===== config.mk =====
export PLATFORM = sky130hd
export DESIGN_NAME = uart_core
export DESIGN_NICKNAME = d
export VERILOG_FILES = /design/src/source/soc_pkg.sv /design/src/source/uart_core.sv
export SDC_FILE = /design/constraint.sdc
export NUM_CORES = 1
export LEC_CHECK = 0
export BUFFER_PORTS_ARGS = -buffer_cell sky130_fd_sc_hd__buf_2
export CAP_MARGIN = 20
export CORE_ASPECT_RATIO = 1.75
export CORE_MARGIN = 3
export CORE_UTILIZATION = 41
export CTS_CLUSTER_DIAMETER = 30
export DETAILED_ROUTE_END_ITERATION = 8
export PLACE_DENSITY = 0.73
export SYNTH_ARGS = -nofsm -noshare
export SYNTH_HDL_FRONTEND = slang
export SYNTH_SLANG_ARGS = --single-unit

===== constraint.sdc =====
create_clock -name clk -period 1.8 [get_ports clk]
set_input_delay 0.27 -clock clk [delete_from_list [all_inputs] [get_ports clk]]
set_output_delay 0.27 -clock clk [all_outputs]
set_load 0.01 [all_outputs]

===== src/source/soc_pkg.sv =====
`default_nettype none

package soc_pkg;

   // memory bus
   localparam int unsigned addr_w = 16;
   localparam int unsigned data_w = 32;
   localparam int unsigned n_slaves_w = 2;

   // slot numbers in the top address bits
   localparam int unsigned mem_slot = 0;
   localparam int unsigned uart_slot = 1;
   localparam int unsigned rst_slot = 2;

   // internal memory, boot image sits in the top 64 words
   localparam int unsigned mem_addr_w = 8;
   localparam int unsigned boot_words = 64;
   localparam int unsigned boot_base = 192;

   localparam int unsigned soft_rst_cycles = 4;

   // clocks per serial bit
   localparam int unsigned baud_div = 8;

   typedef enum logic [1:0] {
      reg_tx_data = 2'd0,
      reg_status  = 2'd1,
      reg_rx_data = 2'd2
   } uart_reg_e;

   typedef enum logic [1:0] {tx_idle, tx_start, tx_data, tx_stop} uart_tx_state_e;
   typedef enum logic [1:0] {rx_idle, rx_start, rx_data, rx_stop} uart_rx_state_e;

endpackage

`default_nettype wire

===== src/source/uart_core.sv =====
`default_nettype none

module uart_core (
   input  logic                        clk,
   input  logic                        rst_n,
   input  logic                        valid,
   input  logic                        write,
   input  soc_pkg::uart_reg_e          reg_sel,
   input  logic [7:0]                  wdata,
   input  logic                        rxd,
   output logic                        ready,
   output logic [soc_pkg::data_w-1:0]  rdata,
   output logic                        txd
);

   soc_pkg::uart_tx_state_e              tx_state;
   soc_pkg::uart_rx_state_e              rx_state;
   logic [$clog2(soc_pkg::baud_div)-1:0] tx_baud;
   logic [$clog2(soc_pkg::baud_div)-1:0] rx_baud;
   logic [2:0]                           tx_bit;
   logic [2:0]                           rx_bit;
   logic [7:0]                           tx_shift;
   logic [7:0]                           rx_shift;
   logic [7:0]                           rx_byte;
   logic                                 rx_valid;
   logic [1:0]                           rxd_sync;
   logic                                 accept;
   logic                                 tx_go;
   logic                                 rx_read;
   logic                                 tx_tick;
   logic                                 rx_tick;
   logic                                 rx_done;

   assign accept = valid && !ready;
   assign tx_go = accept && write && reg_sel == soc_pkg::reg_tx_data
                  && tx_state == soc_pkg::tx_idle;
   assign rx_read = accept && !write && reg_sel == soc_pkg::reg_rx_data;
   assign tx_tick = tx_baud == soc_pkg::baud_div - 1;
   assign rx_tick = rx_baud == soc_pkg::baud_div - 1;
   assign rx_done = rx_state == soc_pkg::rx_stop && rx_tick && rxd_sync[1];

   // line level straight from the FSM
   assign txd = tx_state == soc_pkg::tx_start ? 1'b0 :
                tx_state == soc_pkg::tx_data ? tx_shift[0] : 1'b1;

   always_ff @(posedge clk or negedge rst_n)
   begin
      if (!rst_n)
      begin
         tx_state <= soc_pkg::tx_idle;
         tx_baud <= '0;
         tx_bit <= '0;
         tx_shift <= '0;
      end
      else
      begin
         tx_baud <= tx_tick ? '0 : tx_baud + 1'b1;
         case (tx_state)
            soc_pkg::tx_idle:
               if (tx_go)
               begin
                  tx_shift <= wdata;
                  tx_baud <= '0;
                  tx_state <= soc_pkg::tx_start;
               end
            soc_pkg::tx_start:
               if (tx_tick)
               begin
                  tx_bit <= '0;
                  tx_state <= soc_pkg::tx_data;
               end
            soc_pkg::tx_data:
               if (tx_tick)
               begin
                  // lsb first
                  tx_shift <= tx_shift >> 1;
                  tx_bit <= tx_bit + 1'b1;
                  if (tx_bit == 3'd7)
                     tx_state <= soc_pkg::tx_stop;
               end
            default:
               if (tx_tick)
                  tx_state <= soc_pkg::tx_idle;
         endcase
      end
   end

   always_ff @(posedge clk or negedge rst_n)
   begin
      if (!rst_n)
      begin
         rxd_sync <= 2'b11;
         rx_state <= soc_pkg::rx_idle;
         rx_baud <= '0;
         rx_bit <= '0;
         rx_shift <= '0;
      end
      else
      begin
         rxd_sync <= {rxd_sync[0], rxd};
         rx_baud <= rx_tick ? '0 : rx_baud + 1'b1;
         case (rx_state)
            soc_pkg::rx_idle:
               if (!rxd_sync[1])
               begin
                  rx_baud <= '0;
                  rx_state <= soc_pkg::rx_start;
               end
            soc_pkg::rx_start:
               // half a bit in, start bit must still be low
               if (rx_baud == soc_pkg::baud_div / 2 - 1)
               begin
                  rx_baud <= '0;
                  rx_bit <= '0;
                  rx_state <= rxd_sync[1] ? soc_pkg::rx_idle : soc_pkg::rx_data;
               end
            soc_pkg::rx_data:
               if (rx_tick)
               begin
                  rx_shift <= {rxd_sync[1], rx_shift[7:1]};
                  rx_bit <= rx_bit + 1'b1;
                  if (rx_bit == 3'd7)
                     rx_state <= soc_pkg::rx_stop;
               end
            default:
               if (rx_tick)
                  rx_state <= soc_pkg::rx_idle;
         endcase
      end
   end

   // a fresh byte wins over a read in the same clock
   always_ff @(posedge clk or negedge rst_n)
   begin
      if (!rst_n)
      begin
         rx_valid <= 1'b0;
         ready <= 1'b0;
      end
      else
      begin
         ready <= accept;
         if (rx_done)
            rx_valid <= 1'b1;
         else if (rx_read)
            rx_valid <= 1'b0;
      end
   end

   always_ff @(posedge clk)
   begin
      if (rx_done)
         rx_byte <= rx_shift;
      if (accept)
         case (reg_sel)
            soc_pkg::reg_status:
               rdata <= {{(soc_pkg::data_w-2){1'b0}}, rx_valid, tx_state != soc_pkg::tx_idle};
            soc_pkg::reg_rx_data:
               rdata <= {{(soc_pkg::data_w-8){1'b0}}, rx_byte};
            default:
               rdata <= '0;
         endcase
   end

endmodule

`default_nettype wire


==> results.yml <==
layout:
  layout.nets: 275
  utilization_pct: 46.95
  drive_above_1_share_pct: 23.77
  syn2layout_area_growth_pct: 9.317
  multi_input_area_mm2: 0.001010
  fillers: 563
  seq_area_mm2: 0.001384
  diodes: 0
sta:
  period_minus_slack_ns: 1.735
  whs_ns: -0.004685
  finalSetupTns_ns: 0
  setup_slack_ns: 0.06497
  fin_crit_sh_pct: 96.39
  drv_slew: 0
  max_freq_mhz: 576.4
  skew_ns: 0.008979
  setup_viol: 0
  hold_viol: 16
synthesis:
  synth_area_leaders: "dfrtp_1, edfxtp_1, ha_1, buf_4, a21oi_1"
  syn_area_per_cell_um2: 12.04
  synth_area_mm2: 0.002565
  async_flop_share_pct: 69.23
  synthFlopType: "dfrtp_1"
  yosysMostFrequentCell: "dfrtp_1"
  yosys.area.top_type: "dfrtp_1"
  synth_edf_count: 16
  netlist_top_cells_count: "dfrtp_1, buf_4, ha_1"
  synth_cell_type_count: 42
  yosys_warnings: 0
  yosysSeqAreaShare_pct: 53.95
  yosysTopAreaCellShare_pct: 33.17
  synth_seq_cells: 52
  synth_cells: 213
global_route:
  grt_usage_pct: 11.55
  grt_pass1_vias: 1598
  globalRouteOverflowTotal: 0
  grt_first_pass_wirelength_mm: 6.699
  grt_max_degree: 37
  antenna_found_initial: 0
clock_tree:
  clk_latency_ns: 0.31
  cts.clk_slew.worst_paths_ns: 0.10
  cts_root_buf: "clkbuf_8"
  cts_tree: "built"
  cts_buffers: 5
  cts_buffer_depth: 2
  htree_levels: 2
  numClockSinks: 52
floorplanning:
  die_w_um: 65.79
  start_util_pct: 42.95
  pin_count: 49
  die_y_um: 110.6
  core_area_mm2: 0.005972
  rows: 37
  die_area_mm2: 0.007279
setup_path:
  worst_r2r_startpoint: "tx_baud[0]"
  ff2ff_path_depth: 6
  crit_arrival_ns: 1.47
  critPathLaunch: "tx_state[0]"
  path_class: "flip-flop to output pin"
  rr_endpoint: "tx_state[1]"
  cp-end-kind: "output pin"
  r2r_slack_ns: 0.06
  required_ns: 1.53
  start_kind: "flip-flop"
  cp_max_fo: 13
detailed_routing:
  vias: 1522
  routed_via_density: 4.727
  totalWireLength_mm: 3.776
  route.detailed.drc: 0
  first_iter_violations: 45
  postRouteAntennaNets: 0
  wl_per_cell_um: 11.73
  dr.pass1.iters: 4
place:
  hpwlAfterDp_mm: 2.789
  globalplace.congestion: 0.6997
  portBuffers: 24
  place_ws_ns: 0.09391
hold_path:
  hold_class: "input pin to async pin"
status:
  violations: "negative hold slack"
  outcome: "finished with violations"
power_and_ir_drop:
  ir_drop_mv: 0.4087
  leakage_nw: 1.380
  powerDensity_mw_per_mm2: 899.5
job:
  cap_violations: 0
[through the flow]
| step | hold WS, ns | total power [W] | cell area (um2) | std cells |
|---|---|---|---|---|
| after detailed placement | 0.3397 | 0.001864 | 2684 | 313 |
| after global routing | 0.02115 | 0.002675 | 2804 | 322 |
| after floorplan | -0.02559 | 0.001777 | 2656 | 236 |
| after global placement | 0.3357 | 0.001845 | 2684 | 313 |
| final | -0.004685 | 0.002522 | 2804 | 322 |
| after CTS | 0.002965 | 0.002559 | 2781 | 321 |
[layout make-up]
type	count	area share [%]
timing repair buffer	29	6.203
clock inverter	3	0.8925
clock buffer	5	2.454
multi-input combinational	143	36.01
inverter	12	1.606
tap	78	3.481
sequential	52	49.35
[sequential cells by signal, summed over array words and instances (netlist names), 3 cells and up]
signal	count
rdata	8
rx_byte	8
rx_shift	8
tx_shift	8
rx_baud	3
rx_bit	3
tx_baud	3
tx_bit	3
[worst max path at each step]
stage	to	cells after the start
global route	txd	5
CTS	txd	5
detailed placement	tx_shift[7]	6
global placement	tx_state[1]	6
floorplan	rx_shift[2]	6
finish	txd	5
[critical path: stages, from the launching register on]
cell	delay, ns
dfrtp_1	0.40
inv_1	0.10
ha_2	0.26
buf_6	0.19
a21oi_1	0.08
buf_2	0.14
[layout by cell type (no fill, tap or decap), types with 7 or more instances in the layout]
cell      Yosys  routed
a21oi_1      16      16
and2_1        8       8
conb_1        1      24
ha_1         17      16
dfrtp_1      34      34
inv_1        11      11
edfxtp_1     16      16
nor2_1       14      14
buf_2         2      24
mux2i_1       7       7
[layer usage]
layer | vias to the layer above | share of wire, % | track usage (%)
met1 | 729 | 39 | 12.27
li1 | 740 | - | -
met2 | 46 | 53 | 20.84
met5 | - | 0 | 0
met3 | 7 | 5.7 | 2.340
met4 | 0 | 2.2 | 5.402
[logic make-up (layout without fill, tap and decap cells)]
kind of cell / count (synthesis) / in the layout / synth area share [%]
AOI/OAI and AO/OA: 37 / 37 / 9.074
adders and majority gates: 17 / 17 / 8.293
buffers and inverters: 41 / 49 / 10.34
DFF: 52 / 52 / 53.95
muxes: 17 / 17 / 7.951
other: 1 / 24 / 0.1462
and+or+nand+nor: 48 / 48 / 10.24
[where the power goes]
part	internal, W	leakage, nW	total (W)	switching [W]
Combinational	0.000176	0.719	0.000409	0.000232
Sequential	0.00134	0.615	0.00143	0.0000851
Clock	0.000284	0.0452	0.000688	0.000404
[what timing repair did]
action	CTS	global route
gates resized for setup	1	1
setup buffers	0	1
hold buffers	0	0
setup endpoints to repair	1	8
pin swaps	0	0
Note: power is estimated with default switching activity, not from simulation.
