## config.mk

```make
export PLATFORM = sky130hd
export DESIGN_NAME = bus_decoder
export DESIGN_NICKNAME = d
export VERILOG_FILES = /design/src/source/soc_pkg.sv /design/src/source/bus_decoder.sv
export SDC_FILE = /design/constraint.sdc
export NUM_CORES = 1
export LEC_CHECK = 0
export ABC_AREA = 1
export BUFFER_PORTS_ARGS = -buffer_cell sky130_fd_sc_hd__buf_2
export CORE_ASPECT_RATIO = 1.75
export CORE_MARGIN = 5
export CORE_UTILIZATION = 25
export CTS_CLUSTER_SIZE = 12
export DETAILED_ROUTE_END_ITERATION = 10
export PLACE_DENSITY = 0.83
export SYNTH_ARGS = -nofsm -noshare
export SYNTH_HDL_FRONTEND = slang
export SYNTH_SLANG_ARGS = --single-unit
```

## constraint.sdc

```tcl
create_clock -name clk -period 1.95 [get_ports clk]
set_input_delay 0.195 -clock clk [delete_from_list [all_inputs] [get_ports clk]]
set_output_delay 0.195 -clock clk [all_outputs]
set_load 0.01 [all_outputs]
```

## src/source/soc_pkg.sv

```systemverilog
`default_nettype none

package soc_pkg;

   // memory bus
   localparam int unsigned addr_w = 16;
   localparam int unsigned data_w = 32;
   localparam int unsigned n_slaves_w = 2;

   // slot numbers in the top address bits
   localparam int unsigned mem_slot = 0;
   localparam int unsigned uart_slot = 1;
   localparam int unsigned rst_slot = 2;

   // internal memory, boot image sits in the top 64 words
   localparam int unsigned mem_addr_w = 8;
   localparam int unsigned boot_words = 64;
   localparam int unsigned boot_base = 192;

   localparam int unsigned soft_rst_cycles = 4;

   // clocks per serial bit
   localparam int unsigned baud_div = 8;

   typedef enum logic [1:0] {
      reg_tx_data = 2'd0,
      reg_status  = 2'd1,
      reg_rx_data = 2'd2
   } uart_reg_e;

   typedef enum logic [1:0] {tx_idle, tx_start, tx_data, tx_stop} uart_tx_state_e;
   typedef enum logic [1:0] {rx_idle, rx_start, rx_data, rx_stop} uart_rx_state_e;

endpackage

`default_nettype wire
```

## src/source/bus_decoder.sv

```systemverilog
`default_nettype none

module bus_decoder (
   input  logic                            clk,
   input  logic                            rst_n,
   input  logic                            boot,
   input  logic [soc_pkg::addr_w-1:0]      m_addr,
   input  logic                            m_valid,
   input  logic [soc_pkg::data_w-1:0]      s_rdata [3],
   input  logic [2:0]                      s_ready,
   output logic [soc_pkg::mem_addr_w-1:0]  mem_word,
   output logic [2:0]                      s_valid,
   output logic [soc_pkg::data_w-1:0]      m_rdata,
   output logic                            m_ready
);

   logic [soc_pkg::n_slaves_w-1:0] slot;
   logic [soc_pkg::mem_addr_w-1:0] word_idx;
   logic                           unmapped;
   logic                           nomap_ready;

   assign slot = m_addr[soc_pkg::addr_w-1 -: soc_pkg::n_slaves_w];
   assign unmapped = slot > soc_pkg::rst_slot;

   // byte address to RAM word
   assign word_idx = m_addr[soc_pkg::mem_addr_w+1:2];

   // while booting, the image region at the top of the RAM is seen at address zero
   assign mem_word = boot ?
      soc_pkg::mem_addr_w'(soc_pkg::boot_base + word_idx % soc_pkg::boot_words) : word_idx;

   always_comb
   begin
      for (int i = 0; i < 3; i++)
         s_valid[i] = m_valid && slot == i;
   end

   // return path, slot 3 answers with zero data
   always_comb
   begin
      if (unmapped)
      begin
         m_ready = nomap_ready;
         m_rdata = '0;
      end
      else
      begin
         m_ready = s_ready[slot];
         m_rdata = s_rdata[slot];
      end
   end

   // one-cycle ready for the empty slot
   always_ff @(posedge clk or negedge rst_n)
   begin
      if (!rst_n)
         nomap_ready <= 1'b0;
      else
         nomap_ready <= m_valid && unmapped && !nomap_ready;
   end

endmodule

`default_nettype wire

```

==> flow_metrics.tcl, run 1 <==
set metrics [dict create \
    regArea_um2 25.0 \
    cp_num_buf_inv 3 \
    overflow 0 \
    synth_edf_count 0 \
    period_share_pct 74.9 \
    critPathTopFamily "buffers and inverters" \
    slowest_stage "nor2_2" \
    dp_hpwl_mm 3.38 \
    status "completed" \
    vias 1510 \
    synth_area_leaders "nand2_1 51%, nand3_1 24%, buf_4 7.1%" \
    routedWlPerCell_um 11.8 \
    critPathMaxFanout 15 \
    top_regs "nomap_ready: 1 flops" \
    synth_most_common_cell "nand2_1" \
    nFillCells 329 \
    first_pass_iters 4 \
    cts_setup_buffers 0 \
    netlist_area_um2 741 \
    leakagePower_nw 0.953 \
    gp_congestion 0.864 \
    ys_top_cells_by_count "101 x nand2_1, 35 x nand3_1, 9 x buf_2, 7 x buf_4, 3 x nor3_1" \
    powerDensity_nw_per_um2 236 \
    fmax_mhz 685 \
    synth_cells 165 \
    pre_cts_ws_ns 0.474 \
    largest_reg_flops 1 \
    setup_viol 0 \
    portBuffers 144 \
    die_h_um 82.0 \
    async_flop_share_pct 100 \
    setup_tns_ns 0 \
    multi_input_area_um2 609 \
    fin_nets 421 \
    drt_wl_total_mm 3.86 \
    worst_setup_path_start_kind "input pin" \
    whs_ns 0.390 \
    die_x_um 51.1 \
    grt_antenna_before_repair 0 \
    max-slew-margin-rel_pct 74.4 \
    syn-num-nets 284 \
    rsz0062_at_grt "false" \
    synth_seq_cells 1 \
    routed_via_density 4.60 \
    crit_type "input pin to output port" \
    place_area_um2 1450 \
    p_total_uw 344 \
    drv_cap 0 \
    setup_ws_ns 0.489 \
    crit_chain "buf_2 > nor2_2 > buf_4 > nand2_1 > nand3_1 > buf_2" \
    ant_nets 0 \
    fin_skew_ns 0 \
    hold_class "input pin to output port" \
    dieArea_um2 4190 \
    synth.avg_cell_area_um2 4.49 \
    insertion_delay_ns 0 \
    required_ns 1.75 \
    ys_types 12 \
    cp-end-kind "output port" \
    ir_drop_mv 0.192 \
    grtUsageTotal_pct 16.6 \
    ioPinCount 163 \
    ctsResizeCount 0 \
    crit_arrival_ns 1.27 \
    drt_iter0_drc 12 \
    seq_area_frac_synth_pct 3.38 \
    crit_path_frequent_cell "buf_2" \
    grt_pass1_wl_mm 5.72 \
    synth_top_cell_area_share_pct 51.2 \
    finish.instance_area_um2 1460 \
    slew_viol_final 0 \
    ys.flop_type "dfrtp_1" \
    drc 0 \
    drive_above_1_share_pct 52.0 \
    n_antenna_cell 0 \
    yosys.area.top_type "nand2_1" \
    core_um2 2900 \
    fin_crit_ns 1.46 \
    registers.top_by_ff_count "nomap_ready" \
    first_global_vias 1404 \
    num_rows 26 \
    initial_utilization_pct 25.6 \
    grt_max_degree 24 \
    syn2layout_area_growth_pct 96.6 \
    hold_viol_final 0 \
    tightest_slew_ns 0.384 \
    max_stage_delay_ns 0.34 \
    yosys_warnings 0 \
]
## logic make-up after synthesis
group                  after synthesis  synth area share (%)
and+or+nand+nor                    145                  81.9
DFF                                  1                  3.38
buffers and inverters               19                  14.7
## layer usage
layer	track usage [%]	vias up	wire length [um]
met3	2.72	12	361
li1	-	786	-
met5	0	-	0
met2	33.3	74	2140
met1	16.8	638	1270
met4	4.85	0	92
## cell type report
| type | instances | area share [%] |
|---|---|---|
| inverter | 3 | 0.773 |
| multi-input combinational | 145 | 41.8 |
| sequential | 1 | 1.72 |
| tap | 28 | 2.41 |
| timing repair buffer | 151 | 53.3 |
## placed cells by master, fill, tap and decap left out, drive strengths merged
cell type / n
nor3: 3
inv: 3
or2: 2
buf: 150
nand3: 35
nand2: 101
nor2: 4
dlygate4sd3: 1
dfrtp: 1
## worst paths after layout
| path | from | to | slack, ns | cells past startpoint |
|---|---|---|---|---|
| worst max-delay path | m_addr[15] | m_rdata[22] | 0.49 | 6 |
| worst max register to register | nomap_ready | nomap_ready | 1.41 | 1 |
| worst min register to register | nomap_ready | nomap_ready | 0.43 | 1 |
| min in group asynchronous | rst_n | nomap_ready | 0.52 | 2 |
| worst min-delay path | m_addr[2] | mem_word[0] | 0.39 | 0 |
| max in group asynchronous | rst_n | nomap_ready | 1.34 | 2 |
## metrics by stage
step                      std cells  util, %
after global placement          327     50.0
after detailed placement        327     50.0
after global routing            328     50.3
after CTS                       328     50.3
final                           328     50.3
after floorplan                 165        -
## power by group
part / internal [mW] / switching (mW)
combinational: 0.164 / 0.158
clock: 0 / 0
sequential: 0.0219 / 0.000449
total: 0.186 / 0.159
## repair_timing
| action | CTS | global route |
|---|---|---|
| hold buffers | 1 | 0 |
| setup endpoints to repair | 0 | 0 |
| hold endpoints to repair | 1 | 0 |
No activity file was read; power rests on OpenSTA's default activity.
==> run 2, diff against run 1 <==
--- a/config.mk
+++ b/config.mk
@@ -5,14 +5,14 @@
 export SDC_FILE = /design/constraint.sdc
 export NUM_CORES = 1
 export LEC_CHECK = 0
-export ABC_AREA = 1
+export ABC_AREA = 0
 export BUFFER_PORTS_ARGS = -buffer_cell sky130_fd_sc_hd__buf_2
 export CORE_ASPECT_RATIO = 1.75
 export CORE_MARGIN = 5
-export CORE_UTILIZATION = 25
+export CORE_UTILIZATION = 26
 export CTS_CLUSTER_SIZE = 12
 export DETAILED_ROUTE_END_ITERATION = 10
-export PLACE_DENSITY = 0.83
+export PLACE_DENSITY = 0.79
 export SYNTH_ARGS = -nofsm -noshare
 export SYNTH_HDL_FRONTEND = slang
 export SYNTH_SLANG_ARGS = --single-unit
==> constraint.sdc (replaced) <==
create_clock -name clk -period 1.45 [get_ports clk]
set_input_delay 0.145 -clock clk [delete_from_list [all_inputs] [get_ports clk]]
set_output_delay 0.145 -clock clk [all_outputs]
set_load 0.01 [all_outputs]
==> flow_metrics.tcl, run 2 <==
set metrics [dict create \
    status "completed" \
    synth_seq_cells 1 \
    yosys.area.top_type "mux2i_1" \
    powerDensity_nw_per_um2 321 \
    n_antenna_cell 0 \
    synth.avg_cell_area_um2 9.55 \
    leakagePower_nw 0.912 \
    setup_ws_ns 0.177 \
    fin_nets 346 \
    core_um2 3330 \
    drc 0 \
    grt_pass1_wl_mm 5.47 \
    internal_power_uw 287 \
    p_clk_share_pct 0 \
    tightest_slew_ns 0.263 \
    required_ns 1.31 \
    hold_class "input pin to output port" \
    critPathMaxFanout 10 \
    insertion_delay_ns 0 \
    syn2layout_area_growth_pct 77.2 \
    synth_cells 92 \
    cp-end-kind "output port" \
    die_h_um 86.9 \
    vias 1256 \
    fmax_mhz 785 \
    drive_above_1_share_pct 68.0 \
    netlist_area_um2 878 \
    portBuffers 144 \
    p_total_uw 499 \
    utilization_pct 46.8 \
    pre_cts_ws_ns 0.164 \
    crit_arrival_ns 1.13 \
    whs_ns 0.290 \
    grt_max_degree 37 \
    hold_viol_final 0 \
    pwr-share-comb_pct 94.0 \
    ant_nets 0 \
    largest_reg_flops 1 \
    overflow 0 \
    ir_drop_mv 0.271 \
    routedWlPerCell_um 13.9 \
    die_x_um 53.9 \
    num_rows 28 \
    p_switching_uw 212 \
    final_cell_mix "144 x buf_2, 32 x mux2i_1, 32 x o2bb2ai_1, 4 x buf_4" \
    registers.top_by_ff_count "nomap_ready" \
    final_common_cell "buf_2" \
    max-slew-margin-rel_pct 82.5 \
    finish.instance_area_um2 1560 \
    period_share_pct 87.8 \
    worst_setup_path_start_kind "input pin" \
    setup_tns_ns 0 \
    grt_antenna_before_repair 0 \
    dp_hpwl_mm 3.27 \
    fin_crit_ns 1.27 \
    finalNonFillerCells 270 \
    crit_type "input pin to output port" \
    place_area_um2 1550 \
    rrSetupSlack_ns 0.80 \
    synth_edf_count 0 \
    first_pass_iters 4 \
    switching_share_pct 42.5 \
    fin_skew_ns 0 \
    setup_viol 0 \
    seq_area_frac_synth_pct 2.85 \
    initial_utilization_pct 26.4 \
    gp_congestion 0.717 \
    async_flop_share_pct 100 \
    drv_cap 0 \
    syn-num-nets 211 \
    synth_top_cell_area_share_pct 36.5 \
    ys_top_cells_by_count "32 x mux2i_1, 32 x o2bb2ai_1, 6 x buf_4, 6 x buf_6, 3 x clkbuf_1" \
    slew_viol_final 0 \
    place_inst 269 \
    top_regs "nomap_ready: 1 flops" \
    dieArea_um2 4690 \
    ioPinCount 163 \
    synth_area_leaders "mux2i_1 36%, o2bb2ai_1 32%, buf_6 7.7%" \
    ys.flop_type "dfrtp_1" \
    power_frac_seq_pct 6.0 \
    rsz0062_at_grt "false" \
    drt_wl_total_mm 3.76 \
    drt_iter0_drc 7 \
    ys_types 15 \
    grtUsageTotal_pct 14.7 \
    routed_via_density 4.65 \
    first_global_vias 1353 \
    yosys_warnings 0 \
]
[run 2: cell types whose count changed in the layout (fill, tap and decap cells not counted), moves of 3 or more]
| cell | before | now |
|---|---|---|
| mux2i_1 | 0 | 32 |
| nand2_1 | 101 | 1 |
| nor3_1 | 3 | 0 |
| nand3_1 | 35 | 0 |
| o2bb2ai_1 | 0 | 32 |
[run 2: repair_timing]
| item | in CTS | in global routing |
|---|---|---|
| buffers inserted | 0 | 0 |
| hold endpoints to repair | 1 | 0 |
| hold buffers | 1 | 0 |
| gates resized for setup | 0 | 0 |
[run 2: power by group through the flow]
stage | Clock [mW] | Sequential [mW] | Combinational (mW)
after CTS | 0 | 0.0302 | 0.477
final | 0 | 0.0301 | 0.469
after floorplan | 0 | 0.0299 | 0.259
after global routing | 0 | 0.0303 | 0.515
after detailed placement | 0 | 0.0302 | 0.474
after global placement | 0 | 0.0301 | 0.464
[run 2: kinds of logic after synthesis]
group                  share of synthesized area (%)
DFF                                             2.85
and+or+nand+nor                                 5.84
buffers and inverters                           20.4
muxes                                           39.0
AOI/OAI and AO/OA                               31.9
[run 2: layer usage]
layer	share of wire, %	vias up	GRT usage [%]
met5	0	-	0
met3	11	8	1.89
met4	1.2	0	1.16
met2	52	87	30.1
li1	-	632	-
met1	36	529	15.2
[run 2: cell type report]
class / instances / area (um2)
Fill cell: 341 / 1770
Timing Repair Buffer: 151 / 801
Multi-Input combinational cell: 73 / 674
Tap cell: 45 / 56.3
Sequential cell: 1 / 25.0
[run 2: critical path: stages]
cell and delay, ns:
buf_2 0.13, and2b_1 0.35, buf_4 0.23, o2bb2ai_1 0.12
buf_2 0.15
[run 2: worst paths after layout]
kind / startpoint / to / depth (start not counted)
hold / removal: m_addr[5] / mem_word[3] / 0
hold reg to reg: nomap_ready / nomap_ready / 1
setup reg to reg: nomap_ready / nomap_ready / 1
setup / recovery: m_addr[14] / m_rdata[26] / 5
max in group asynchronous: rst_n / nomap_ready / 2
min in group asynchronous: rst_n / nomap_ready / 2
