$ cat src/source/soc_pkg.sv
`default_nettype none

package soc_pkg;

   // memory bus
   localparam int unsigned addr_w = 16;
   localparam int unsigned data_w = 32;
   localparam int unsigned n_slaves_w = 2;

   // slot numbers in the top address bits
   localparam int unsigned mem_slot = 0;
   localparam int unsigned uart_slot = 1;
   localparam int unsigned rst_slot = 2;

   // internal memory, boot image sits in the top 64 words
   localparam int unsigned mem_addr_w = 8;
   localparam int unsigned boot_words = 64;
   localparam int unsigned boot_base = 192;

   localparam int unsigned soft_rst_cycles = 4;

   // clocks per serial bit
   localparam int unsigned baud_div = 8;

   typedef enum logic [1:0] {
      reg_tx_data = 2'd0,
      reg_status  = 2'd1,
      reg_rx_data = 2'd2
   } uart_reg_e;

   typedef enum logic [1:0] {tx_idle, tx_start, tx_data, tx_stop} uart_tx_state_e;
   typedef enum logic [1:0] {rx_idle, rx_start, rx_data, rx_stop} uart_rx_state_e;

endpackage

`default_nettype wire
$ cat src/source/rst_ctr.sv
`default_nettype none

module rst_ctr (
   input  logic                        clk,
   input  logic                        rst_n,
   input  logic                        wdata_bit,
   input  logic                        write,
   input  logic                        valid,
   output logic                        soft_rst,
   output logic                        boot,
   output logic [soc_pkg::data_w-1:0]  rdata,
   output logic                        ready
);

   logic [$clog2(soc_pkg::soft_rst_cycles)-1:0] cnt;

   // only the external reset reaches this block
   always_ff @(posedge clk or negedge rst_n)
   begin
      if (!rst_n)
      begin
         ready <= 1'b0;
         boot <= 1'b1;
         soft_rst <= 1'b0;
         cnt <= '0;
      end
      else
      begin
         ready <= valid && !ready;
         if (valid && !ready && write)
            boot <= wdata_bit;
         // pulse starts once the ready has been seen
         if (ready && write)
         begin
            soft_rst <= 1'b1;
            cnt <= '0;
         end
         else if (soft_rst)
         begin
            cnt <= cnt + 1'b1;
            if (cnt == soc_pkg::soft_rst_cycles - 1)
               soft_rst <= 1'b0;
         end
      end
   end

   assign rdata = {{(soc_pkg::data_w-1){1'b0}}, boot};

endmodule

`default_nettype wire

$ cat config.mk
export PLATFORM = sky130hd
export DESIGN_NAME = rst_ctr
export DESIGN_NICKNAME = d
export VERILOG_FILES = /design/src/source/soc_pkg.sv /design/src/source/rst_ctr.sv
export SDC_FILE = /design/constraint.sdc
export NUM_CORES = 1
export LEC_CHECK = 0
export ABC_AREA = 1
export BUFFER_PORTS_ARGS = -buffer_cell sky130_fd_sc_hd__buf_2
export CAP_MARGIN = 5
export CORE_UTILIZATION = 32
export DETAILED_ROUTE_END_ITERATION = 10
export GPL_TIMING_DRIVEN = 0
export PLACE_DENSITY_LB_ADDON = 0.3
export SYNTH_ARGS = -nofsm -noshare
export SYNTH_HDL_FRONTEND = slang
export SYNTH_SLANG_ARGS = --single-unit
export TNS_END_PERCENT = 1
$ cat constraint.sdc
create_clock -name clk -period 1 [get_ports clk]
set_clock_uncertainty 0.15 [all_clocks]
set_input_delay 0 -clock clk [delete_from_list [all_inputs] [get_ports clk]]
set_output_delay 0 -clock clk [all_outputs]
set_load 0.05 [all_outputs]
==> key figures, run 1 <==
STA
  • Count of pins over their slew limit: 0
  • Maximum achievable frequency: 855 MHz
  • Fin Hold WS: -0.0571 ns
  • Final Worst Setup Slack: -0.170 ns
  • Crit share post-route: 1.17
  • Final count of hold timing violations: 4
  • Setup tns final: -0.371 ns
  • Final period demand of the worst path: 1.17 ns
  • RSZ-0062 raised after global routing: yes
  • Count of endpoints failing setup in the final report: 3

Worst setup path
  • Crit path cell chain: buf_6, buf_8
  • Critical Path Max Stage Delay: 0.55 ns
  • Arrival time reported for the critical path endpoint: 1.02 ns
  • Start of the worst register-to-register path: cnt[1]
  • Crit-path slowest cell: sky130_fd_sc_hd__dfstp_2
  • Setup slack of the most critical reg-to-reg path: -0.06 ns
  • Count of cells along the worst register-to-register path: 3
  • Kind of end point of the critical path: output port
  • Setup crit start kind: flop
  • Worst endpoint required time: 0.85 ns
  • Reg-to-reg endpoint: cnt[1]
  • Maximum fanout count along the critical path: 3
  • Category of the critical setup timing path: flop to output port

GRT
  • Total overflow reported by the global router: 0
  • GRT Overall Usage: 0.100
  • Met3 Usage GRT: 0.0667
  • Vias in the first global route: 265
  • Fraction of met2 tracks used by global routing: 0.190
  • Antenna violations before repair: 0
  • Pin count of the biggest net entering global routing: 6
  • Met1 usage in global routing: 0.0724
  • Most Used Layer, Global Route: met2
  • Wire length of the first global-routing pass: 952 um

CTS
  • Clock tree from TritonCTS: yes
  • Worst-path clk slew: 0.04 ns
  • Clock tree root buffer cell: sky130_fd_sc_hd__clkbuf_4
  • Clock latency reported for the late side of the worst-skew pair: 0.25 ns
  • Number of hold buffers added after CTS: 4
  • Total clock buffers created by CTS: 3
  • CTS max path bufs: 2
  • # clock sinks: 5
  • H-tree Lvls: 1
  • Setup bufs post-CTS: 0

Route
  • Pre-Repair DR Iteration Count: 4
  • Routed WL: 709 um
  • DR WL/cell: 6.06 um
  • Count of antenna-violating nets left after detailed routing: 0
  • Residual DRC count: 0
  • Total via count after detailed routing: 359
  • Number of DRC markers in iteration 0: 2
  • Vias per cell: 3.07

Floorplanning
  • I/O pin count: 40
  • Die outline height: 40.0 um
  • Full die area: 1600 sq um
  • Horiz. Die Dim: 40.0 um
  • Count of standard-cell rows: 13
  • Std-Cell Core Area: 1320 sq um
  • Initial core utilization: 0.350

Final layout
  • Layout Area Growth over Synthesis: 58.3%
  • Fraction of final layout cells with drive strength greater than 1: 0.471
  • Final Util: 0.555
  • Final design instance area without fill: 731 sq um
  • Net total in the final layout: 109
  • Number of diodes added for antenna fixing: 0

Power
  • Worst IR drop on VDD: 1.46 mV
  • Ratio of total power to cell area: 1840 nW/um^2
  • Standby leakage power: 0.463 nW
  • Total power: 0.00134 W

Min path
  • Type of the most critical hold path: input port to asynchronous set/reset pin

Synthesis
  • Distinct cell type count after synthesis: 13
  • Netlist area before placement: 462 sq um
  • Per-instance average area after synthesis: 8.24 sq um
  • Synthesis Warnings: 0
  • Part of the Yosys area used for sequential elements: 0.274
  • Number of instances in the synthesized netlist: 56
  • Flip-flop and latch count after synthesis: 5

Placement
  • Number of port buffers: 8
  • Half-perimeter wire length after placement: 546 um
  • Final estimated routing congestion in global placement: 0.546
  • Standard cell area after detailed placement: 639 sq um

Run status
  • Status: complete, but fails checks
  • Violated checks: negative hold slack, negative setup slack

Flow run
  • Max-cap violation count: 0
==> worst max-delay path, delay by kind of cell, from the launching register on <==
kind                   cells  cell delay, ns
buffers and inverters      2            0.23
flip-flops                 1            0.55
==> repair_timing <==
| action | CTS | global route |
|---|---|---|
| endpoints found under the setup margin | 5 | 5 |
| hold endpoints to repair | 10 | 4 |
| pin swaps | 0 | 0 |
| gates resized for setup | 8 | 0 |
==> stage by stage <==
step / worst slack (ns) / cells
after floorplan: -0.0375 / 86
after global routing: -0.201 / 117
after CTS: -0.173 / 117
after detailed placement: -0.0577 / 109
after global placement: -0.0384 / 109
final: -0.170 / 117
==> layer usage <==
layer	routed length, um	share of wire	vias to the layer above
li1	-	-	201
met1	260	0.37	133
met2	345	0.49	25
met3	104	0.15	0
met4	0	0	0
met5	0	0	-
==> logic make-up after synthesis <==
kind of cell / share of synthesized area
buffers and inverters: 0.545
AOI/OAI and AO/OA: 0.0108
DFF: 0.274
adders and majority gates: 0.0271
and+or+nand+nor: 0.136
other: 0.00812
==> power breakdown <==
part           leakage, nW  switching [W]  internal (W)  total, W
Clock               0.0150      0.0000913      0.000151  0.000243
Sequential          0.0564      0.0000687      0.000285  0.000353
Combinational        0.392       0.000499      0.000248  0.000746
Total                0.463       0.000659      0.000684   0.00134
==> sequential cells by signal, indices dropped and copies added, names as in the netlist <==
register / cells
cnt: 2
soft_rst: 1
ready: 1
boot: 1
==> cell usage in the layout, fill, tap and decap left out, drive strengths merged <==
| master | Yosys | layout |
|---|---|---|
| ha | 1 | 1 |
| nand4 | 1 | 1 |
| nand3 | 3 | 3 |
| dlygate4sd3 | 0 | 4 |
| clkbuf | 0 | 4 |
| buf | 32 | 40 |
| nand2 | 6 | 6 |
| inv | 3 | 3 |
| o21ai | 1 | 1 |
| dfstp | 1 | 1 |
| dfrtp | 4 | 4 |
| nor2 | 3 | 3 |
| conb | 1 | 31 |
==> synthesized netlist by cell type <==
cell type                 count  share of area
sky130_fd_sc_hd__nand2_1      5          0.041
sky130_fd_sc_hd__nand4_1      1          0.014
sky130_fd_sc_hd__dfstp_2      1          0.057
sky130_fd_sc_hd__nand3_1      2          0.022
sky130_fd_sc_hd__buf_4       32           0.52
sky130_fd_sc_hd__nor2_1       3          0.024
sky130_fd_sc_hd__nand3_2      1          0.022
sky130_fd_sc_hd__ha_1         1          0.027
sky130_fd_sc_hd__inv_1        3          0.024
sky130_fd_sc_hd__conb_1       1         0.0081
sky130_fd_sc_hd__o21ai_1      1          0.011
sky130_fd_sc_hd__nand2_2      1          0.014
sky130_fd_sc_hd__dfrtp_1      4           0.22
==> worst max path at each step <==
stage | from | endpoint | slack (ns) | depth (start not counted)
after floorplan | boot | rdata[0] | -0.04 | 1
after global routing | boot | rdata[0] | -0.20 | 2
after CTS | boot | rdata[0] | -0.17 | 2
final | boot | rdata[0] | -0.17 | 2
after global placement | cnt[1] | cnt[1] | -0.04 | 3
after detailed placement | cnt[1] | cnt[1] | -0.06 | 3
==> final cells by class <==
class | instances | area [sq um]
Tap cell | 15 | 18.8
Clock buffer | 4 | 26.3
Inverter | 3 | 11.3
Sequential cell | 5 | 129
Multi-Input combinational cell | 46 | 196
Timing Repair Buffer | 12 | 105
Fill cell | 124 | 587
Buffer | 32 | 244
(Power assumes the default switching activity.)
==> run 2, diff against run 1 <==
ABC_AREA = 0   (was 1)
==> run 2 against run 1 <==
- the flow still finishes with violations (negative hold slack, negative setup slack)
- synthesized area up 0.81%
- die area is 0.78% higher
- global-route usage grew 1.3 points
- critical path depth is the same
- combinational power rose by 16%
- synthesized cell count is 13% lower
- cell count is 5.1% lower
- count of clock-buffer cells in the layout is the same
- sequential share of layout area fell by 0.44 points
- cell area grew 2.6%
- non-clock buffer count rose by 1
- register-to-register slack lost 0.08 ns
- critical endpoint unchanged
==> key figures, run 2 <==
Worst setup path
  • Crit-path slowest cell: sky130_fd_sc_hd__dfstp_2
  • Setup crit start kind: flop
  • Crit path cell chain: buf_6, buf_8
  • Worst endpoint required time: 0.85 ns
  • Kind of end point of the critical path: output port
  • Category of the critical setup timing path: flop to output port
  • Cell class contributing the biggest share of worst-path delay: flip-flops
  • Arrival time reported for the critical path endpoint: 1.03 ns
  • Sum of buffers and inverters on the critical path: 2
  • Critical Path Max Stage Delay: 0.55 ns
  • Maximum fanout count along the critical path: 3

GRT
  • Antenna violations before repair: 0
  • GRT Overall Usage: 0.113
  • Vias in the first global route: 232
  • Met1 usage in global routing: 0.104
  • Total overflow reported by the global router: 0
  • Wire length of the first global-routing pass: 1.04 mm
  • Pin count of the biggest net entering global routing: 7
  • Most Used Layer, Global Route: met2
  • Fraction of met2 tracks used by global routing: 0.161
  • Met3 Usage GRT: 0.0667

Floorplanning
  • Count of standard-cell rows: 13
  • Horiz. Die Dim: 40.1 um
  • Die outline height: 40.1 um
  • Full die area: 1610 sq um
  • Std-Cell Core Area: 1330 sq um
  • Initial core utilization: 0.349
  • I/O pin count: 40

Run status
  • Status: complete, but fails checks
  • Violated checks: negative hold slack, negative setup slack

Power
  • Sequential cell fraction of total power: 0.246
  • Worst IR drop on VDD: 1.25 mV
  • Comb power frac: 0.588
  • Standby leakage power: 0.471 nW
  • Psw: 0.000697 W
  • Proportion of total power due to net switching: 0.472
  • Internal power of the cells: 0.000778 W
  • Ratio of total power to cell area: 1970 nW/um^2
  • Clock network fraction of design power: 0.165

Synthesis
  • Leading cell types by total area after synthesis: sky130_fd_sc_hd__buf_4, sky130_fd_sc_hd__dfrtp_1, sky130_fd_sc_hd__dfstp_2
  • Netlist area before placement: 465 sq um
  • Flip-flop and latch count after synthesis: 5
  • Per-instance average area after synthesis: 9.50 sq um
  • Library cell with the highest instance count after synthesis: sky130_fd_sc_hd__buf_4
  • Number of instances in the synthesized netlist: 49
  • Library cell occupying the most area in the post-synthesis netlist: sky130_fd_sc_hd__buf_4
  • Predominant post-synthesis flop cell: sky130_fd_sc_hd__dfrtp_1
  • Synthesis Warnings: 0
  • Part of the Yosys area used for sequential elements: 0.272
  • Number of enable-type register cells in the synthesized netlist: 0
  • Distinct cell type count after synthesis: 14
  • Async S/R FF share, synth: 1.00
  • Post-synth top area share: 0.516
  • Most common library cells after synthesis: sky130_fd_sc_hd__buf_4, sky130_fd_sc_hd__dfrtp_1, sky130_fd_sc_hd__a21oi_1

CTS
  • Clock tree from TritonCTS: yes
  • CTS max path bufs: 2
  • Worst-path clk slew: 0.04 ns
  • Total clock buffers created by CTS: 3
  • # clock sinks: 5
  • Clock tree root buffer cell: sky130_fd_sc_hd__clkbuf_4
  • H-tree Lvls: 1
  • Clock latency reported for the late side of the worst-skew pair: 0.25 ns
  • Number of hold buffers added after CTS: 4

STA
  • Final count of hold timing violations: 4
  • Crit share post-route: 1.18
  • Final Worst Setup Slack: -0.184 ns
  • Count of pins over their slew limit: 0
  • Final period demand of the worst path: 1.18 ns
  • Fin Hold WS: -0.0494 ns
  • Count of endpoints failing setup in the final report: 6
  • RSZ-0062 raised after global routing: yes
  • Maximum achievable frequency: 845 MHz
  • Setup tns final: -0.616 ns

Final layout
  • Commonest cells after routing, fill and taps aside: sky130_fd_sc_hd__buf_4, sky130_fd_sc_hd__conb_1, sky130_fd_sc_hd__dlygate4sd3_1, sky130_fd_sc_hd__buf_2
  • Layout Area Growth over Synthesis: 61.0%
  • Number of diodes added for antenna fixing: 0
  • Final design instance area without fill: 749 sq um
  • Sequential cell area: 129 sq um
  • Multi-input gate area in the final layout: 215 sq um
  • Net total in the final layout: 103
  • Flip-flop count of the largest register, all copies and words added: 2
  • Most frequent standard cell in the layout excluding fill and tap cells: sky130_fd_sc_hd__buf_4
  • Biggest register: cnt
  • Fraction of final layout cells with drive strength greater than 1: 0.521
  • Fill cell instance count of the final layout: 134

Route
  • Routed WL: 749 um
  • Number of DRC markers in iteration 0: 2
  • Total via count after detailed routing: 354
  • Residual DRC count: 0
  • DR WL/cell: 6.75 um
  • Vias per cell: 3.19
  • Count of antenna-violating nets left after detailed routing: 0
  • Pre-Repair DR Iteration Count: 4

Placement
  • Post-Place Setup Slack: -0.143 ns
  • Standard cell area after detailed placement: 638 sq um
  • Number of port buffers: 8
  • Half-perimeter wire length after placement: 562 um
  • Final estimated routing congestion in global placement: 0.659

Flow run
  • Max-cap violation count: 0

Min path
  • Type of the most critical hold path: input port to asynchronous set/reset pin
[run 2: stage by stage]
step | std cells | util | hold slack (ns) | total power (W)
global placement | 102 | 0.478 | -0.332 | 0.00105
finish | 111 | 0.562 | -0.0494 | 0.00147
global route | 111 | 0.562 | -0.0542 | 0.00159
detailed placement | 102 | 0.478 | -0.330 | 0.00108
CTS | 110 | 0.550 | -0.0450 | 0.00140
floorplan | 79 | - | -0.446 | 0.000980
[run 2: cell type report]
cell class                      count  area share
Clock buffer                        4      0.0351
Sequential cell                     5       0.172
Multi-Input combinational cell     41       0.287
Buffer                             32       0.326
Inverter                            1     0.00501
Tap cell                           15      0.0250
Timing Repair Buffer               13       0.150
[run 2: worst paths after layout]
check | cells past startpoint | end | startpoint | slack [ns]
setup / recovery | 2 | rdata[0] | boot | -0.18
hold / removal | 2 | soft_rst | rst_n | -0.05
setup reg to reg | 3 | cnt[1] | cnt[0] | -0.14
hold reg to reg | 1 | ready | ready | 0.35
max in group asynchronous | 2 | boot | rst_n | 0.54
min in group clk | 1 | ready | ready | 0.35
[run 2: kinds of logic after synthesis]
family                     synth area share
muxes                                0.0538
other                               0.00806
buffers and inverters                 0.524
and+or+nand+nor                      0.0645
AOI/OAI and AO/OA                    0.0322
xor gates and xnor gates             0.0188
DFF                                   0.272
adders and majority gates            0.0269
[run 2: repair_timing]
action | CTS | global route
buffers inserted | 0 | 1
endpoints found under the hold margin | 10 | 4
endpoints found under the setup margin | 6 | 8
pin swaps | 1 | 1
cloned | 0 | 0
resized for setup | 9 | 3
[run 2: power groups by stage]
| stage | Clock (W) | Sequential [W] | Combinational (W) |
|---|---|---|---|
| floorplan | 0 | 0.000450 | 0.000530 |
| global placement | 0 | 0.000343 | 0.000705 |
| detailed placement | 0 | 0.000353 | 0.000725 |
| CTS | 0.000248 | 0.000359 | 0.000795 |
| global route | 0.000269 | 0.000374 | 0.000943 |
| finish | 0.000244 | 0.000363 | 0.000868 |
[run 2: routing by layer]
layer,wire [um],up-vias
li1,-,185
met1,232,139
met2,393,25
met3,90,5
met4,33,0
met5,0,-
==> run 3, diff against run 2 <==
CORE_UTILIZATION = 35   (was 32)
PLACE_DENSITY = 0.75   (was unset)
PLACE_DENSITY_LB_ADDON = unset   (was 0.3)
clock period = 1.25 ns   (was 1 ns; I/O delays follow)
==> run 3 against run 2 <==
- the run now ends clean
- die area shrank 8.2%
- clock power shrank 23%
- first-iteration DRC count shrank 100%
- via count shrank 2.3%
- core utilization grew 4.9 points
- sequential power shrank 24%
- wire length shrank 1.2%
==> key figures, run 3 (synthesis results as in run 2) <==
Run status
  • Status: finished, final reports clean

CTS
  • Total clock buffers created by CTS: 3
  • Setup bufs post-CTS: 0
  • H-tree Lvls: 1
  • # clock sinks: 5
  • Clock tree root buffer cell: sky130_fd_sc_hd__clkbuf_4
  • Worst-path clk slew: 0.05 ns
  • Clock latency reported for the late side of the worst-skew pair: 0.24 ns
  • CTS max path bufs: 2
  • Clock tree from TritonCTS: yes

Route
  • Number of DRC markers in iteration 0: 0
  • DR WL/cell: 6.73 um
  • Routed WL: 740 um
  • Count of antenna-violating nets left after detailed routing: 0
  • Total via count after detailed routing: 346
  • Vias per cell: 3.15
  • Pre-Repair DR Iteration Count: 1
  • Residual DRC count: 0

Power
  • Clock network fraction of design power: 0.178
  • Ratio of total power to cell area: 1480 nW/um^2
  • Proportion of total power due to net switching: 0.490
  • Sequential cell fraction of total power: 0.262
  • Internal power of the cells: 0.000540 W
  • Psw: 0.000520 W
  • Standby leakage power: 0.457 nW
  • Worst IR drop on VDD: 0.876 mV
  • Comb power frac: 0.561

Placement
  • Placed Cells: 101
  • Number of port buffers: 8
  • Final estimated routing congestion in global placement: 0.593

Final layout
  • Layout Area Growth over Synthesis: 53.8%
  • Flip-flop count of the largest register, all copies and words added: 2
  • Number of diodes added for antenna fixing: 0
  • Post-route non-filler standard cell count: 110
  • Net total in the final layout: 103
  • Commonest cells after routing, fill and taps aside: sky130_fd_sc_hd__buf_4, sky130_fd_sc_hd__conb_1, sky130_fd_sc_hd__buf_2
  • Fraction of final layout cells with drive strength greater than 1: 0.490
  • Most frequent standard cell in the layout excluding fill and tap cells: sky130_fd_sc_hd__buf_4
  • Biggest register: cnt

STA
  • Setup tns final: 0 ns
  • Count of endpoints failing setup in the final report: 0
  • Final period demand of the worst path: 1.20 ns
  • RSZ-0062 raised after global routing: no
  • Final count of hold timing violations: 0
  • Maximum achievable frequency: 831 MHz
  • Count of pins over their slew limit: 0
  • Crit share post-route: 0.963

Floorplanning
  • I/O pin count: 40
  • Die outline height: 38.5 um
  • Std-Cell Core Area: 1170 sq um
  • Initial core utilization: 0.397
  • Horiz. Die Dim: 38.5 um
  • Count of standard-cell rows: 12
  • Full die area: 1480 sq um

GRT
  • Vias in the first global route: 263
  • Antenna violations before repair: 0
  • Total overflow reported by the global router: 0
  • Pin count of the biggest net entering global routing: 7
  • Wire length of the first global-routing pass: 1.01 mm
  • GRT Overall Usage: 0.105

Worst setup path
  • Arrival time reported for the critical path endpoint: 1.05 ns
  • Setup crit start kind: flop
  • Category of the critical setup timing path: flop to output port
  • Dominant cell type by count on the critical path: sky130_fd_sc_hd__buf_4
  • Crit path cell chain: buf_4, buf_4
  • Critical Path Max Stage Delay: 0.53 ns
  • Worst endpoint required time: 1.10 ns
  • Crit-path slowest cell: sky130_fd_sc_hd__dfstp_2
  • Maximum fanout count along the critical path: 3
  • Kind of end point of the critical path: output port

Flow run
  • Max-cap violation count: 0

Min path
  • Type of the most critical hold path: input port to asynchronous set/reset pin
run 3: layer usage:
layer,track usage,routed length (um),part of all wire
met2,0.195,385,0.52
met4,0,0,0
met1,0.0919,246,0.33
met3,0.0872,108,0.15
met5,0,0,0
run 3: worst paths after layout:
check,start,end,slack [ns],cells past startpoint
min in group clk,ready,ready,0.35,1
setup / recovery,boot,rdata[0],0.05,2
hold / removal,rst_n,boot,0.1,2
hold reg to reg,ready,ready,0.35,1
max in group asynchronous,rst_n,ready,0.21,3
setup reg to reg,cnt[0],cnt[1],0.13,3
run 3: repair_timing:
action	CTS	global route
hold buffers	5	0
endpoints found under the setup margin	1	0
resized for setup	1	0
hold endpoints to repair	10	0
run 3: power by group through the flow:
stage | logic (W) | registers (W) | clock network, W
4_1_cts | 0.000591 | 0.000278 | 0.000201
5_1_grt | 0.000633 | 0.000288 | 0.000212
6_report | 0.000594 | 0.000277 | 0.000189
3_5_place_dp | 0.000571 | 0.000280 | 0
2_1_floorplan | 0.000424 | 0.000360 | 0
3_3_place_gp | 0.000563 | 0.000274 | 0
run 3: critical path: cells and delay by family, from the launching register on:
family,cells,cell delay [ns]
flip-flops,1,0.53
buffers and inverters,2,0.28
run 3: final cells by class:
class | count | area (sq um)
flip-flops and latches | 5 | 128
fillers | 112 | 455
inverters | 1 | 3.75
plain buffers | 32 | 240
clock buffers | 4 | 26.3
repair buffers | 13 | 92.6
well taps | 14 | 17.5
multi-input cells | 41 | 208
run 3: through the flow:
| stage | hold slack (ns) | utilization | setup slack [ns] | instance area [sq um] | power [W] |
|---|---|---|---|---|---|
| after global routing | 0.0979 | 0.611 | 0.00417 | 716 | 0.00113 |
| final | 0.0973 | 0.611 | 0.0462 | 716 | 0.00106 |
| after CTS | 0.0752 | 0.611 | 0.0366 | 716 | 0.00107 |
| after floorplan | -0.446 | - | 0.00906 | 579 | 0.000784 |
| after global placement | -0.333 | 0.544 | 0.142 | 637 | 0.000837 |
| after detailed placement | -0.326 | 0.544 | 0.134 | 637 | 0.000852 |
